===== src/design/frame_dram_pkg.sv =====
// Shared widths, types and codes for the pixel stream to DRAM bridge.
// Every design file refers to these by frame_dram_pkg::name.
`default_nettype none

package frame_dram_pkg;

   localparam int ADDR_W  = 30;
   localparam int DTYPE_W = 3;

   typedef logic [ADDR_W-1:0]  addr_t;   // DRAM byte address
   typedef logic [31:0]        word_t;
   typedef logic [15:0]        pix_t;
   typedef logic [DTYPE_W-1:0] dtype_t;
   typedef logic [2:0]         cmd_t;
   typedef logic [5:0]         bl_t;     // burst length minus one
   typedef logic [3:0]         qcount_t;
   typedef logic [1:0]         cfg_addr_t;
   typedef logic [7:0]         cfg_data_t;

   localparam dtype_t DTYPE_FRAME_START = 3'd1;
   localparam dtype_t DTYPE_PIXEL       = 3'd2;
   localparam dtype_t DTYPE_FRAME_END   = 3'd3;

   localparam cmd_t CMD_WRITE = 3'd0;
   localparam cmd_t CMD_READ  = 3'd1;
   localparam cmd_t CMD_IDLE  = 3'd5;

   localparam int BURST_WORDS     = 16;
   localparam int BURST_BYTES     = 64;
   localparam int MAX_OUTSTANDING = 32; // read words in flight
   localparam int QUEUE_DEPTH     = 8;

   localparam cfg_addr_t CFG_CTRL        = 2'd0; // bit0 enable, bit1 read mode
   localparam cfg_addr_t CFG_NUM_BUFFERS = 2'd1;
   localparam cfg_addr_t CFG_DROPPED     = 2'd2;
   localparam cfg_addr_t CFG_OCCUPANCY   = 2'd3;
   localparam cfg_data_t NUM_BUFFERS_RESET = 8'd2;

   typedef struct packed {
      addr_t base;
      addr_t len;  // byte length, multiple of 64
   } desc_t;

endpackage

`default_nettype wire


===== src/design/bridge_config_regs.sv =====
// Host register block: enable, read mode and buffer limit,
// plus the dropped-frame count and queue occupancy for status.
`timescale 1ns/10ps
`default_nettype none

module bridge_config_regs (
   input  wire                            clki,
   input  wire                            rresetb,
   input  wire                            cfg_we,
   input  wire frame_dram_pkg::cfg_addr_t cfg_addr,
   input  wire frame_dram_pkg::cfg_data_t cfg_wdata,
   input  wire                            drop,
   input  wire frame_dram_pkg::qcount_t   occupancy,
   output frame_dram_pkg::cfg_data_t      cfg_rdata,
   output logic                           enable,
   output logic                           read_mode,
   output frame_dram_pkg::cfg_data_t      num_buffers
);
   frame_dram_pkg::cfg_data_t dropped;

   always_ff @(posedge clki or negedge rresetb) begin
      if (!rresetb) begin
         enable      <= 1'b0;
         read_mode   <= 1'b0;
         num_buffers <= frame_dram_pkg::NUM_BUFFERS_RESET;
         dropped     <= '0;
      end else begin
         if (cfg_we && cfg_addr == frame_dram_pkg::CFG_CTRL) begin
            enable    <= cfg_wdata[0];
            read_mode <= cfg_wdata[1];
         end
         if (cfg_we && cfg_addr == frame_dram_pkg::CFG_NUM_BUFFERS) begin
            num_buffers <= cfg_wdata;
         end
         if (drop && dropped != 8'hff) begin // saturate
            dropped <= dropped + 8'd1;
         end
      end
   end

   always_comb begin
      case (cfg_addr)
         frame_dram_pkg::CFG_CTRL:        cfg_rdata = {6'b0, read_mode, enable};
         frame_dram_pkg::CFG_NUM_BUFFERS: cfg_rdata = num_buffers;
         frame_dram_pkg::CFG_DROPPED:     cfg_rdata = dropped;
         default:                         cfg_rdata = {4'b0, occupancy};
      endcase
   end

endmodule

`default_nettype wire


===== src/design/dram_read_unpacker.sv =====
// Read side of the bridge. Pops a frame, requests it in 16-word bursts
// with a bounded number of words in flight, and hands each DRAM word
// to the device as two half-words, low half first.
`timescale 1ns/10ps
`default_nettype none

module dram_read_unpacker (
   input  wire                        clki,
   input  wire                        rresetb,
   input  wire                        enable,
   input  wire                        read_mode,
   input  wire                        busy_wr,
   input  wire frame_dram_pkg::desc_t head,
   input  wire                        empty,
   input  wire                        cmd_full,
   input  wire frame_dram_pkg::word_t rd_data,
   input  wire                        rd_empty,
   input  wire                        di_read,
   output logic                       pop,
   output logic                       rd_cmd_en,
   output frame_dram_pkg::addr_t      rd_cmd_addr,
   output logic                       rd_en,
   output logic                       di_read_rdy,
   output frame_dram_pkg::pix_t       di_data
);
   typedef enum logic {IDLE, READ_FRAME} state_t;

   state_t                state;
   frame_dram_pkg::addr_t req_left;    // bytes not yet requested
   frame_dram_pkg::addr_t half_left;   // half-words not yet delivered
   logic [5:0]            outstanding; // requested words not yet taken
   logic                  cmd_prev;
   logic                  have_hi;
   logic                  take;
   logic                  rd_pend;
   frame_dram_pkg::pix_t  hi_half;

   assign pop     = enable && read_mode && state == IDLE && !empty;
   assign take    = di_read && di_read_rdy;
   assign rd_en   = state == READ_FRAME && !rd_empty && (!di_read_rdy || (take && !have_hi));
   assign rd_pend = state == READ_FRAME && req_left != '0 &&
                    outstanding <= 6'(frame_dram_pkg::MAX_OUTSTANDING - frame_dram_pkg::BURST_WORDS);
   assign rd_cmd_en = rd_pend && !busy_wr && !cmd_full && !cmd_prev;

   always_ff @(posedge clki or negedge rresetb) begin
      if (!rresetb) begin
         state       <= IDLE;
         req_left    <= '0;
         half_left   <= '0;
         outstanding <= '0;
         cmd_prev    <= 1'b0;
         have_hi     <= 1'b0;
         di_read_rdy <= 1'b0;
      end else if (!enable) begin
         state       <= IDLE;
         req_left    <= '0;
         half_left   <= '0;
         outstanding <= '0;
         cmd_prev    <= 1'b0;
         have_hi     <= 1'b0;
         di_read_rdy <= 1'b0;
      end else begin
         cmd_prev    <= rd_cmd_en;
         outstanding <= outstanding + (rd_cmd_en ? 6'(frame_dram_pkg::BURST_WORDS) : 6'd0)
                        - (rd_en ? 6'd1 : 6'd0);
         if (rd_cmd_en) req_left <= req_left - frame_dram_pkg::addr_t'(frame_dram_pkg::BURST_BYTES);
         if (take) half_left <= half_left - 30'd1;

         if (rd_en) begin
            have_hi     <= 1'b1;
            di_read_rdy <= 1'b1;
         end else if (take) begin
            if (have_hi) have_hi <= 1'b0;
            else di_read_rdy <= 1'b0; // nothing left to show
         end

         case (state)
            IDLE: begin
               if (pop) begin
                  req_left  <= head.len;
                  half_left <= head.len >> 1;
                  state     <= READ_FRAME;
               end
            end
            default: if (half_left == '0) state <= IDLE;
         endcase
      end
   end

   always_ff @(posedge clki) begin
      if (pop) rd_cmd_addr <= head.base;
      else if (rd_cmd_en) begin
         rd_cmd_addr <= rd_cmd_addr + frame_dram_pkg::addr_t'(frame_dram_pkg::BURST_BYTES);
      end
      if (rd_en) begin
         di_data <= rd_data[15:0];
         hi_half <= rd_data[31:16];
      end else if (take && have_hi) begin
         di_data <= hi_half;
      end
   end

endmodule

`default_nettype wire


===== src/design/frame_dram_bridge.sv =====
// Top of the pixel stream to DRAM bridge.
// Packs a 16-bit stream into DRAM bursts, queues whole frames and
// plays them back on the device side through one shared MIG port.
`timescale 1ns/10ps
`default_nettype none

module frame_dram_bridge (
   input  wire                            clki,
   input  wire                            rresetb,
   input  wire                            dvi,
   input  wire frame_dram_pkg::dtype_t    dtypei,
   input  wire frame_dram_pkg::pix_t      datai,
   input  wire                            cfg_we,
   input  wire frame_dram_pkg::cfg_addr_t cfg_addr,
   input  wire frame_dram_pkg::cfg_data_t cfg_wdata,
   output wire frame_dram_pkg::cfg_data_t cfg_rdata,
   output wire                            wr_en,
   output wire frame_dram_pkg::word_t     wr_data,
   output wire                            cmd_en,
   output wire frame_dram_pkg::cmd_t      cmd_instr,
   output wire frame_dram_pkg::bl_t       cmd_bl,
   output wire frame_dram_pkg::addr_t     cmd_byte_addr,
   input  wire                            cmd_full,
   output wire                            rd_en,
   input  wire frame_dram_pkg::word_t     rd_data,
   input  wire                            rd_empty,
   input  wire                            di_read,
   output wire                            di_read_rdy,
   output wire frame_dram_pkg::pix_t      di_data
);
   wire                            enable;
   wire                            read_mode;
   wire frame_dram_pkg::cfg_data_t num_buffers;
   wire                            drop;
   wire frame_dram_pkg::qcount_t   occupancy;
   wire                            wr_cmd_en;
   wire frame_dram_pkg::bl_t       wr_cmd_bl;
   wire frame_dram_pkg::addr_t     wr_cmd_addr;
   wire                            busy_wr;
   wire                            commit;
   wire frame_dram_pkg::desc_t     commit_desc;
   wire                            committed;
   wire                            pop;
   wire frame_dram_pkg::desc_t     head;
   wire                            empty;
   wire                            rd_cmd_en;
   wire frame_dram_pkg::addr_t     rd_cmd_addr;

   // packer owns the command port for as long as busy_wr is high
   assign cmd_en        = (busy_wr && wr_cmd_en) || (!busy_wr && rd_cmd_en);
   assign cmd_instr     = !cmd_en ? frame_dram_pkg::CMD_IDLE :
                          busy_wr ? frame_dram_pkg::CMD_WRITE : frame_dram_pkg::CMD_READ;
   assign cmd_bl        = busy_wr ? wr_cmd_bl :
                          frame_dram_pkg::bl_t'(frame_dram_pkg::BURST_WORDS - 1);
   assign cmd_byte_addr = busy_wr ? wr_cmd_addr : rd_cmd_addr;

   bridge_config_regs u_cfg (
      .clki, .rresetb, .cfg_we, .cfg_addr, .cfg_wdata, .drop, .occupancy,
      .cfg_rdata, .enable, .read_mode, .num_buffers
   );

   stream_write_packer u_packer (
      .clki, .rresetb, .enable, .dvi, .dtypei, .datai, .cmd_full, .committed,
      .wr_en, .wr_data, .wr_cmd_en, .wr_cmd_bl, .wr_cmd_addr, .busy_wr,
      .commit, .commit_desc
   );

   frame_queue u_queue (
      .clki, .rresetb, .enable, .num_buffers, .commit, .commit_desc, .pop,
      .committed, .drop, .head, .empty, .occupancy
   );

   dram_read_unpacker u_unpacker (
      .clki, .rresetb, .enable, .read_mode, .busy_wr, .head, .empty, .cmd_full,
      .rd_data, .rd_empty, .di_read, .pop, .rd_cmd_en, .rd_cmd_addr, .rd_en,
      .di_read_rdy, .di_data
   );

endmodule

`default_nettype wire


===== src/design/frame_queue.sv =====
// Ring of committed frame descriptors between the write and read sides.
// A commit is stored only while occupancy is below the buffer limit.
`timescale 1ns/10ps
`default_nettype none

module frame_queue (
   input  wire                            clki,
   input  wire                            rresetb,
   input  wire                            enable,
   input  wire frame_dram_pkg::cfg_data_t num_buffers,
   input  wire                            commit,
   input  wire frame_dram_pkg::desc_t     commit_desc,
   input  wire                            pop,
   output logic                           committed,
   output logic                           drop,
   output frame_dram_pkg::desc_t          head,
   output logic                           empty,
   output frame_dram_pkg::qcount_t        occupancy
);
   frame_dram_pkg::desc_t ring [frame_dram_pkg::QUEUE_DEPTH];

   logic [$clog2(frame_dram_pkg::QUEUE_DEPTH)-1:0] wr_ptr;
   logic [$clog2(frame_dram_pkg::QUEUE_DEPTH)-1:0] rd_ptr;
   logic                                           do_pop;

   assign committed = commit && frame_dram_pkg::cfg_data_t'(occupancy) < num_buffers &&
                      occupancy < frame_dram_pkg::qcount_t'(frame_dram_pkg::QUEUE_DEPTH);
   assign drop      = commit && !committed;
   assign do_pop    = pop && !empty;
   assign empty     = occupancy == '0;
   assign head      = ring[rd_ptr];

   always_ff @(posedge clki or negedge rresetb) begin
      if (!rresetb) begin
         wr_ptr    <= '0;
         rd_ptr    <= '0;
         occupancy <= '0;
      end else if (!enable) begin
         wr_ptr    <= '0;
         rd_ptr    <= '0;
         occupancy <= '0;
      end else begin
         if (committed) wr_ptr <= wr_ptr + 1'b1;
         if (do_pop) rd_ptr <= rd_ptr + 1'b1;
         occupancy <= occupancy + (committed ? 4'd1 : 4'd0) - (do_pop ? 4'd1 : 4'd0);
      end
   end

   always_ff @(posedge clki) begin
      if (committed) ring[wr_ptr] <= commit_desc;
   end

endmodule

`default_nettype wire


===== src/design/stream_write_packer.sv =====
// Write side of the bridge. Packs pixel half-words into 32-bit words,
// issues 16-word write bursts, drains the tail at frame end and then
// offers a descriptor to the frame queue.
`timescale 1ns/10ps
`default_nettype none

module stream_write_packer (
   input  wire                         clki,
   input  wire                         rresetb,
   input  wire                         enable,
   input  wire                         dvi,
   input  wire frame_dram_pkg::dtype_t dtypei,
   input  wire frame_dram_pkg::pix_t   datai,
   input  wire                         cmd_full,
   input  wire                         committed,
   output logic                        wr_en,
   output frame_dram_pkg::word_t       wr_data,
   output logic                        wr_cmd_en,
   output frame_dram_pkg::bl_t         wr_cmd_bl,
   output frame_dram_pkg::addr_t       wr_cmd_addr,
   output logic                        busy_wr,
   output logic                        commit,
   output frame_dram_pkg::desc_t       commit_desc
);
   typedef enum logic [1:0] {WAIT_FRAME, WRITE_FRAME, DRAIN} state_t;

   state_t                state;
   logic                  wsel;      // high half of the word is next
   logic                  cmd_prev;
   logic                  want_cmd;
   logic                  pix_in;
   logic                  end_in;
   logic                  start_in;
   logic [5:0]            wcount;    // words sitting in the controller write fifo
   frame_dram_pkg::addr_t base;
   frame_dram_pkg::addr_t frame_len;

   assign start_in = dvi && dtypei == frame_dram_pkg::DTYPE_FRAME_START && state == WAIT_FRAME;
   assign pix_in   = dvi && dtypei == frame_dram_pkg::DTYPE_PIXEL && state == WRITE_FRAME;
   assign end_in   = dvi && dtypei == frame_dram_pkg::DTYPE_FRAME_END && state == WRITE_FRAME;
   assign busy_wr  = state != WAIT_FRAME;

   // tail bursts wait until the odd-half flush word has landed
   assign want_cmd = (state == WRITE_FRAME && wcount >= 6'(frame_dram_pkg::BURST_WORDS)) ||
                     (state == DRAIN && wcount != '0 && !wr_en);
   assign wr_cmd_en = want_cmd && !cmd_full && !cmd_prev;
   assign wr_cmd_bl = (wcount >= 6'(frame_dram_pkg::BURST_WORDS)) ?
                      frame_dram_pkg::bl_t'(frame_dram_pkg::BURST_WORDS - 1) : wcount - 6'd1;

   assign commit_desc.base = base;
   assign commit_desc.len  = (frame_len + frame_dram_pkg::addr_t'(frame_dram_pkg::BURST_BYTES - 1))
                             & ~frame_dram_pkg::addr_t'(frame_dram_pkg::BURST_BYTES - 1);

   always_ff @(posedge clki or negedge rresetb) begin
      if (!rresetb) begin
         state    <= WAIT_FRAME;
         wsel     <= 1'b0;
         wr_en    <= 1'b0;
         wcount   <= '0;
         commit   <= 1'b0;
         cmd_prev <= 1'b0;
         base     <= '0;
      end else if (!enable) begin
         state    <= WAIT_FRAME;
         wsel     <= 1'b0;
         wr_en    <= 1'b0;
         wcount   <= '0;
         commit   <= 1'b0;
         cmd_prev <= 1'b0;
         base     <= '0;
      end else begin
         cmd_prev <= wr_cmd_en;
         wr_en    <= wsel && (pix_in || end_in);
         wcount   <= wcount + (wr_en ? 6'd1 : 6'd0) - (wr_cmd_en ? wr_cmd_bl + 6'd1 : 6'd0);
         if (pix_in) wsel <= !wsel;
         else if (end_in) wsel <= 1'b0;

         case (state)
            WAIT_FRAME:  if (start_in) state <= WRITE_FRAME;
            WRITE_FRAME: if (end_in) state <= DRAIN;
            default: begin
               if (commit) begin
                  commit <= 1'b0;
                  state  <= WAIT_FRAME;
                  if (committed) base <= base + commit_desc.len; // dropped frames reuse it
               end else if (wcount == '0 && !wr_en) begin
                  commit <= 1'b1;
               end
            end
         endcase
      end
   end

   always_ff @(posedge clki) begin
      if (start_in) begin
         wr_cmd_addr <= base;
         frame_len   <= '0;
      end else if (wr_cmd_en) begin
         wr_cmd_addr <= wr_cmd_addr + frame_dram_pkg::addr_t'(frame_dram_pkg::BURST_BYTES);
      end
      if (pix_in) begin
         frame_len <= frame_len + 30'd2;
         if (wsel) wr_data[31:16] <= datai;
         else wr_data[15:0] <= datai;
      end else if (end_in && wsel) begin
         wr_data[31:16] <= '0; // odd frame, pad the upper half
      end
   end

endmodule

`default_nettype wire


===== config.mk =====
export PLATFORM = sky130hd
export DESIGN_NAME = frame_dram_bridge
export DESIGN_NICKNAME = d
export VERILOG_FILES = /design/src/design/frame_dram_pkg.sv /design/src/design/bridge_config_regs.sv /design/src/design/dram_read_unpacker.sv /design/src/design/frame_dram_bridge.sv /design/src/design/frame_queue.sv /design/src/design/stream_write_packer.sv
export SDC_FILE = /design/constraint.sdc
export NUM_CORES = 1
export LEC_CHECK = 0
export ABC_AREA = 1
export ABC_CLOCK_PERIOD_IN_PS = 8750
export BUFFER_PORTS_ARGS = -buffer_cell sky130_fd_sc_hd__clkbuf_2
export CAP_MARGIN = 20
export CORE_UTILIZATION = 55
export CTS_BUF_LIST = sky130_fd_sc_hd__clkbuf_4
export CTS_CLUSTER_SIZE = 30
export DETAILED_ROUTE_END_ITERATION = 10
export PLACE_DENSITY = 0.84
export REMOVE_ABC_BUFFERS = 1
export SYNTH_ARGS = -nofsm -noshare
export SYNTH_HDL_FRONTEND = slang
export SYNTH_SLANG_ARGS = --single-unit

===== constraint.sdc =====
create_clock -name clki -period 8.75 [get_ports clki]
set_input_delay 1.75 -clock clki [delete_from_list [all_inputs] [get_ports clki]]
set_output_delay 1.75 -clock clki [all_outputs]
set_load 0.01 [all_outputs]

# Word level (Yosys, flattened, before mapping)
# Memory sizes are Yosys's and may differ from the RTL's.
# Cells that the tools add are included.
# word_totals
output_inout_bits	99
reg_bits	294
n_memories	1
word_cells	212
ram_bits	432
in_bits	68
# op_classes
eq_ne	19
reduce_logical	70
n_mux	70
n_lt_le_gt_ge	4
bitwise_logic	2
addsub	18
# memory_table
name	depth	width	read_ports	rd_clocked_by_memory_dff	write_ports	line_no	source
u_queue.ring	8	54	1	0	1	frame_queue.sv:20	frame_dram_pkg::desc_t ring [frame_dram_pkg::QUEUE_DEPTH];
# ops
op	n
two-way mux 30 bit	19
two-way mux 16 bit	5
adder 30 x 7 -> 30 bit, second input constant	2
logical AND 1 bit	36
adder 30 x 2 -> 30 bit, second input constant	1
adder 30 bit	1
adder 30 x 6 -> 30 bit, second input constant	1
logical NOT 30 bit	1
two-way mux 6 bit	5
nonzero test 30 bit	1
subtractor 30 x 1 -> 30 bit, second input constant	1
subtractor 30 x 7 -> 30 bit, second input constant	1
two-way mux 1 bit	28
case mux 8 bit (3 select lines)	1
two-way mux 3 bit	5
adder 6 bit	2
nonzero test 2 bit	6
subtractor 6 bit	2
logical NOT 1 bit	11
inequality test 3 x 2 -> 1 bit, second input constant	3
adder 8 x 1 -> 8 bit, second input constant	1
less-than comparator 4 x 8 -> 1 bit	1
two-way mux 2 bit	4
inequality test 2 x 1 -> 1 bit, second input constant	4
28 further kinds	41

# Longest topological paths before layout
# logic_depth
ltp_word	10
ltp_mapped	23

# Hierarchy
# A second synthesis with hierarchy kept.
# unflattened
cells_unflattened	3626
area_unflattened_um2	36887.9
# by_module_without_submodules
mod	n_inst	cells_per_inst	area_per_inst_um2	seq_area_each_um2
frame_queue	1	1320	19357.3	14664.1
stream_write_packer	1	1069	8465.6	3453.3
dram_read_unpacker	1	978	7593.5	3613.5
bridge_config_regs	1	139	988.4	451.7
frame_dram_bridge	1	120	483.0	0.0

# Least setup slack after synthesis
# No wires, ideal clock.
# synth_path
path_kind	in2out
from	in di_read
to	out rd_en
stages	5
path_buffers	1
slack_ns	4.221
t_arrival_ns	2.779
required_ns	7.000
cell_sequence	nand2_2 o21ai_0 nand2_1 clkinv_1 buf_2
# synth_between
elab_chain_cells	4
# synth_lines
item	line_no	source
start, declared	frame_dram_bridge.sv:27	input wire di_read,
logical AND 1 bit	dram_read_unpacker.sv:39	assign take = di_read && di_read_rdy;
logical AND 1 bit	dram_read_unpacker.sv:40	assign rd_en = state == READ_FRAME && !rd_empty && (!di_read_rdy || (take && !have_hi));
logical OR 1 bit	dram_read_unpacker.sv:40	
logical AND 1 bit	dram_read_unpacker.sv:40	
end, declared	frame_dram_bridge.sv:24	output wire rd_en,
# No other way between the ends.

# Worst setup path in the final report
# layout_path
from	reg u_packer.state[0]
to	out cmd_instr[2]
# layout_between
elab_chain_cells	9
# layout_lines
item	line_no	source
start, declared	stream_write_packer.sv:27	state_t state;
start signal, assigned	stream_write_packer.sv:56	state <= WAIT_FRAME;
start signal, assigned	stream_write_packer.sv:64	state <= WAIT_FRAME;
start signal, assigned	stream_write_packer.sv:79	WAIT_FRAME: if (start_in) state <= WRITE_FRAME;
== test 2 bit	stream_write_packer.sv:45	(state == DRAIN && wcount != '0 && !wr_en);
logical AND 1 bit (2 in a row)	stream_write_packer.sv:45	
logical OR 1 bit	stream_write_packer.sv:44	assign want_cmd = (state == WRITE_FRAME && wcount >= 6'(frame_dram_pkg::BURST_WORDS)) ||
logical AND 1 bit (2 in a row)	stream_write_packer.sv:46	assign wr_cmd_en = want_cmd && !cmd_full && !cmd_prev;
logical AND 1 bit	frame_dram_bridge.sv:50	assign cmd_en = (busy_wr && wr_cmd_en) || (!busy_wr && rd_cmd_en);
logical OR 1 bit (*)	frame_dram_bridge.sv:50	
two-way mux 3 bit (*)	frame_dram_bridge.sv:51	assign cmd_instr = !cmd_en ? frame_dram_pkg::CMD_IDLE :
end, declared	frame_dram_bridge.sv:20	output wire frame_dram_pkg::cmd_t cmd_instr,
# Every way passes the cells marked *; elsewhere a longest branch is shown, timed or not.

==> results.sh <==
export IMPL_worst_path_max_delay_cell="buf_4"
export IMPL_gr_usage_all_layers=0.2719
export IMPL_drive_above_1_share=0.1479
export IMPL_vias=24748
export IMPL_dpl_hpwl_um=50320
export IMPL_peakVddDrop_v=0.0001355
export IMPL_area_delta_synth_final_pct=11.26
export IMPL_fin_crit_ns=4.757
export IMPL_fin_util=0.6218
export IMPL_synth_top_cell_area_share=0.4993
export IMPL_cts_hold_buf=0
export IMPL_setup_tns_ns=0
export IMPL_viasPerCell=5.717
export IMPL_critPathMaxFanout=48
export IMPL_async_reset_ff_frac=0.1957
export IMPL_rows=87
export IMPL_numCtsBuffers=161
export IMPL_wire_per_inst_um=18.35
export IMPL_ys_warn_count=0
export IMPL_synthDistinctLibCells=57
export IMPL_antenna_found_initial=2
export IMPL_pin_count=167
export IMPL_synth_cells=3211
export IMPL_io_buffers=165
export IMPL_ys_flop_type="edfxtp_1"
export IMPL_start_util=0.5589
export IMPL_slew_viol_final=0
export IMPL_dr_pass1_iters=6
export IMPL_totalWireLength_um=79460
export IMPL_r2r_start="u_queue.rd_ptr[0]"
export IMPL_synth_area_leaders="edfxtp_1 50%, dfrtp_1 10%, nand2_1 6.9%"
export IMPL_hp_class="register to register"
export IMPL_root_buffer="clkbuf_4"
export IMPL_yosys_area_top_type="edfxtp_1"
export IMPL_power_leakage_nw=15.11
export IMPL_yosys_top_cells_count="580 x nand2_1, 526 x edfxtp_1, 522 x nor2_1, 329 x o21ai_0, 270 x inv_1"
export IMPL_ys_seq_area_frac=0.6006
export IMPL_path_class="register to output pin"
export IMPL_clkTransAtPathRegs_ns=0.07
export IMPL_critical_path_cell_chain="nor2_4, buf_4, nand3_1, a21oi_1, nand2_2, nand2_1, inv_1, clkbuf_2"
export IMPL_fin_ws_ns=3.993
export IMPL_clk_path_buf_depth=3
export IMPL_max_freq_mhz=210.2
export IMPL_skew_ns=0.05571
export IMPL_min_from="u_cfg.dropped[4]"
export IMPL_max_stage_delay_ns=0.47
export IMPL_clock_latency_ns=1.02
export IMPL_cts_htree_levels=4
export IMPL_setup_viol_count_final=0
export IMPL_tritoncts="yes"
export IMPL_core_area_um2=56600
export IMPL_hold_viol_final=0
export IMPL_cp_required_ns=7.00
export IMPL_die_w_um=241.8
export IMPL_maxSlewHeadroom=0.2256
export IMPL_grt_max_degree=100
export IMPL_grt_pass1_wl_um=124500
export IMPL_ys_ff_latch=654
export IMPL_die_h_um=241.8
export IMPL_clock_sinks=654
export IMPL_synth_edf_count=526
export IMPL_startpoint_type="register"
export IMPL_post_cts_buffers=0
export IMPL_drc=0
export IMPL_pre_cts_ws_ns=4.087
export IMPL_dieArea_um2=58480
export IMPL_arrival_ns=3.01
export IMPL_grt_pass1_vias=23886
export IMPL_synth_avg_cell_area_um2=9.853
export IMPL_crit_start="u_packer.state[0]"
export IMPL_worst_pin_slew_ns=1.149
export IMPL_nets=3579
export IMPL_cap_violations=0
export IMPL_drt_first_iter_violations=2337
export IMPL_crit_path_end_kind="output pin"
export IMPL_cts_resized=0
export IMPL_nFillCells=4457
export IMPL_gr_total_overflow=0
export IMPL_gp_congestion=0.9677
export IMPL_fin_crit_sh=0.5437
export IMPL_power_density_nw_per_um2=193.1
export IMPL_outcome="finished, final reports clean"
export IMPL_synth_most_common_cell="nand2_1"
export IMPL_drtAntennaViolNets=0
export IMPL_power_w=0.006798
export IMPL_synth_area_um2=31640
export IMPL_rsz0062_at_grt="false"
-- final timing paths --
kind                                            endpoint  slack (ns)  depth (start not counted)
max in group asynchronous              u_packer.base[18]        6.75                          2
worst max-delay path                        cmd_instr[2]        3.99                          8
worst max register to register   u_unpacker.half_left[6]        4.68                          8
min in group asynchronous       u_unpacker.half_left[23]        0.76                          1
worst min-delay path                    u_cfg.dropped[4]        0.50                          1
worst min register to register          u_cfg.dropped[4]        0.50                          1
-- registers in the layout, summed over array words and instances, names as in the netlist, 16 cells and up --
signal,flops
u_unpacker.half_left,30
u_packer.wr_cmd_addr,24
u_packer.base,24
u_unpacker.rd_cmd_addr,25
u_unpacker.di_data,16
u_packer.frame_len,29
u_unpacker.hi_half,16
u_queue.ring,384
u_packer.wr_data,32
u_unpacker.req_left,24
-- critical path: cells and delay by family (launching register included) --
| family | cells | cell delay (ns) |
|---|---|---|
| AND/OR/NAND/NOR | 4 | 0.69 |
| AO/OA/AOI/OAI | 1 | 0.17 |
| buffers and inverters | 3 | 0.65 |
| flip-flops | 1 | 0.46 |
-- layout by cell type (no fill, tap or decap), types with 6 or more instances in the layout --
| master | netlist | final |
|---|---|---|
| o211ai_1 | 13 | 13 |
| a21boi_1 | 9 | 9 |
| nor2_2 | 11 | 11 |
| nor3b_1 | 6 | 6 |
| inv_1 | 270 | 267 |
| nor2_1 | 522 | 513 |
| nor3_1 | 43 | 43 |
| clkinv_1 | 1 | 37 |
| o21a_1 | 8 | 8 |
| buf_4 | 16 | 28 |
| ha_1 | 66 | 66 |
| xor2_1 | 72 | 72 |
| a21oi_1 | 91 | 91 |
| or2_2 | 19 | 19 |
| o32ai_1 | 12 | 12 |
| o21bai_1 | 6 | 6 |
| nor3_2 | 9 | 9 |
| clkinv_2 | 0 | 7 |
| clkbuf_2 | 0 | 164 |
| o21ai_1 | 15 | 15 |
| clkbuf_4 | 0 | 238 |
| nand4_1 | 32 | 32 |
| xnor2_1 | 25 | 25 |
| nand2_1 | 580 | 580 |
| nand3_1 | 157 | 156 |
| o22ai_1 | 28 | 28 |
| dfrtp_1 | 127 | 125 |
| o221ai_1 | 30 | 30 |
| o21ai_0 | 329 | 329 |
| a31oi_1 | 20 | 20 |
| nor2_4 | 3 | 12 |
| inv_2 | 3 | 11 |
| edfxtp_1 | 526 | 526 |
-- power breakdown --
group	internal, W	total [W]	switching [W]	leakage (nW)
combinational	0.000216	0.000707	0.000492	6.92
sequential	0.00342	0.00347	0.0000525	6.91
clock	0.00140	0.00262	0.00122	1.27
-- metrics by stage --
step / hold slack [ns] / area, um^2 / instances
2_1_floorplan: 0.4620 / 30960 / 3084
3_3_place_gp: 0.4757 / 33030 / 4033
3_5_place_dp: 0.4917 / 33060 / 4034
4_1_cts: 0.5061 / 35190 / 4326
5_1_grt: 0.5157 / 35190 / 4327
6_report: 0.5040 / 35200 / 4329
-- final cells by class --
| cell class | instances | area [um^2] | share of cell area |
|---|---|---|---|
| Clock inverter | 54 | 345.3 | 0.009811 |
| Inverter | 275 | 1036 | 0.02943 |
| Tap cell | 756 | 945.9 | 0.02687 |
| Sequential cell | 654 | 19010 | 0.5400 |
| Clock buffer | 238 | 1787 | 0.05076 |
| Antenna cell | 3 | 7.507 | 0.0002133 |
| Timing Repair Buffer | 194 | 1070 | 0.03039 |
| Multi-Input combinational cell | 2155 | 11000 | 0.3125 |
-- layer usage --
layer  GRT usage  vias to the layer above  routed length (um)
li1            -                    11577                   -
met4      0.1370                        2                3072
met3     0.06637                      207                7457
met2      0.4353                     1248               37800
met1      0.3458                    11714               31110
met5           0                        -                  13
-- cells by family (layout without fill, tap and decap cells) --
logic type / Yosys count / count (layout) / share of synthesized area
and+or+nand+nor: 1405 / 1405 / 0.1857
DFF: 654 / 654 / 0.6006
AOI/OAI and AO/OA: 577 / 577 / 0.1026
buffers and inverters: 403 / 761 / 0.05414
xor gates and xnor gates: 97 / 97 / 0.02685
adders and majority gates: 70 / 70 / 0.02863
muxes: 4 / 4 / 0.001424
other: 1 / 5 / 0.0001185
No activity file was read; power rests on OpenSTA's default activity.
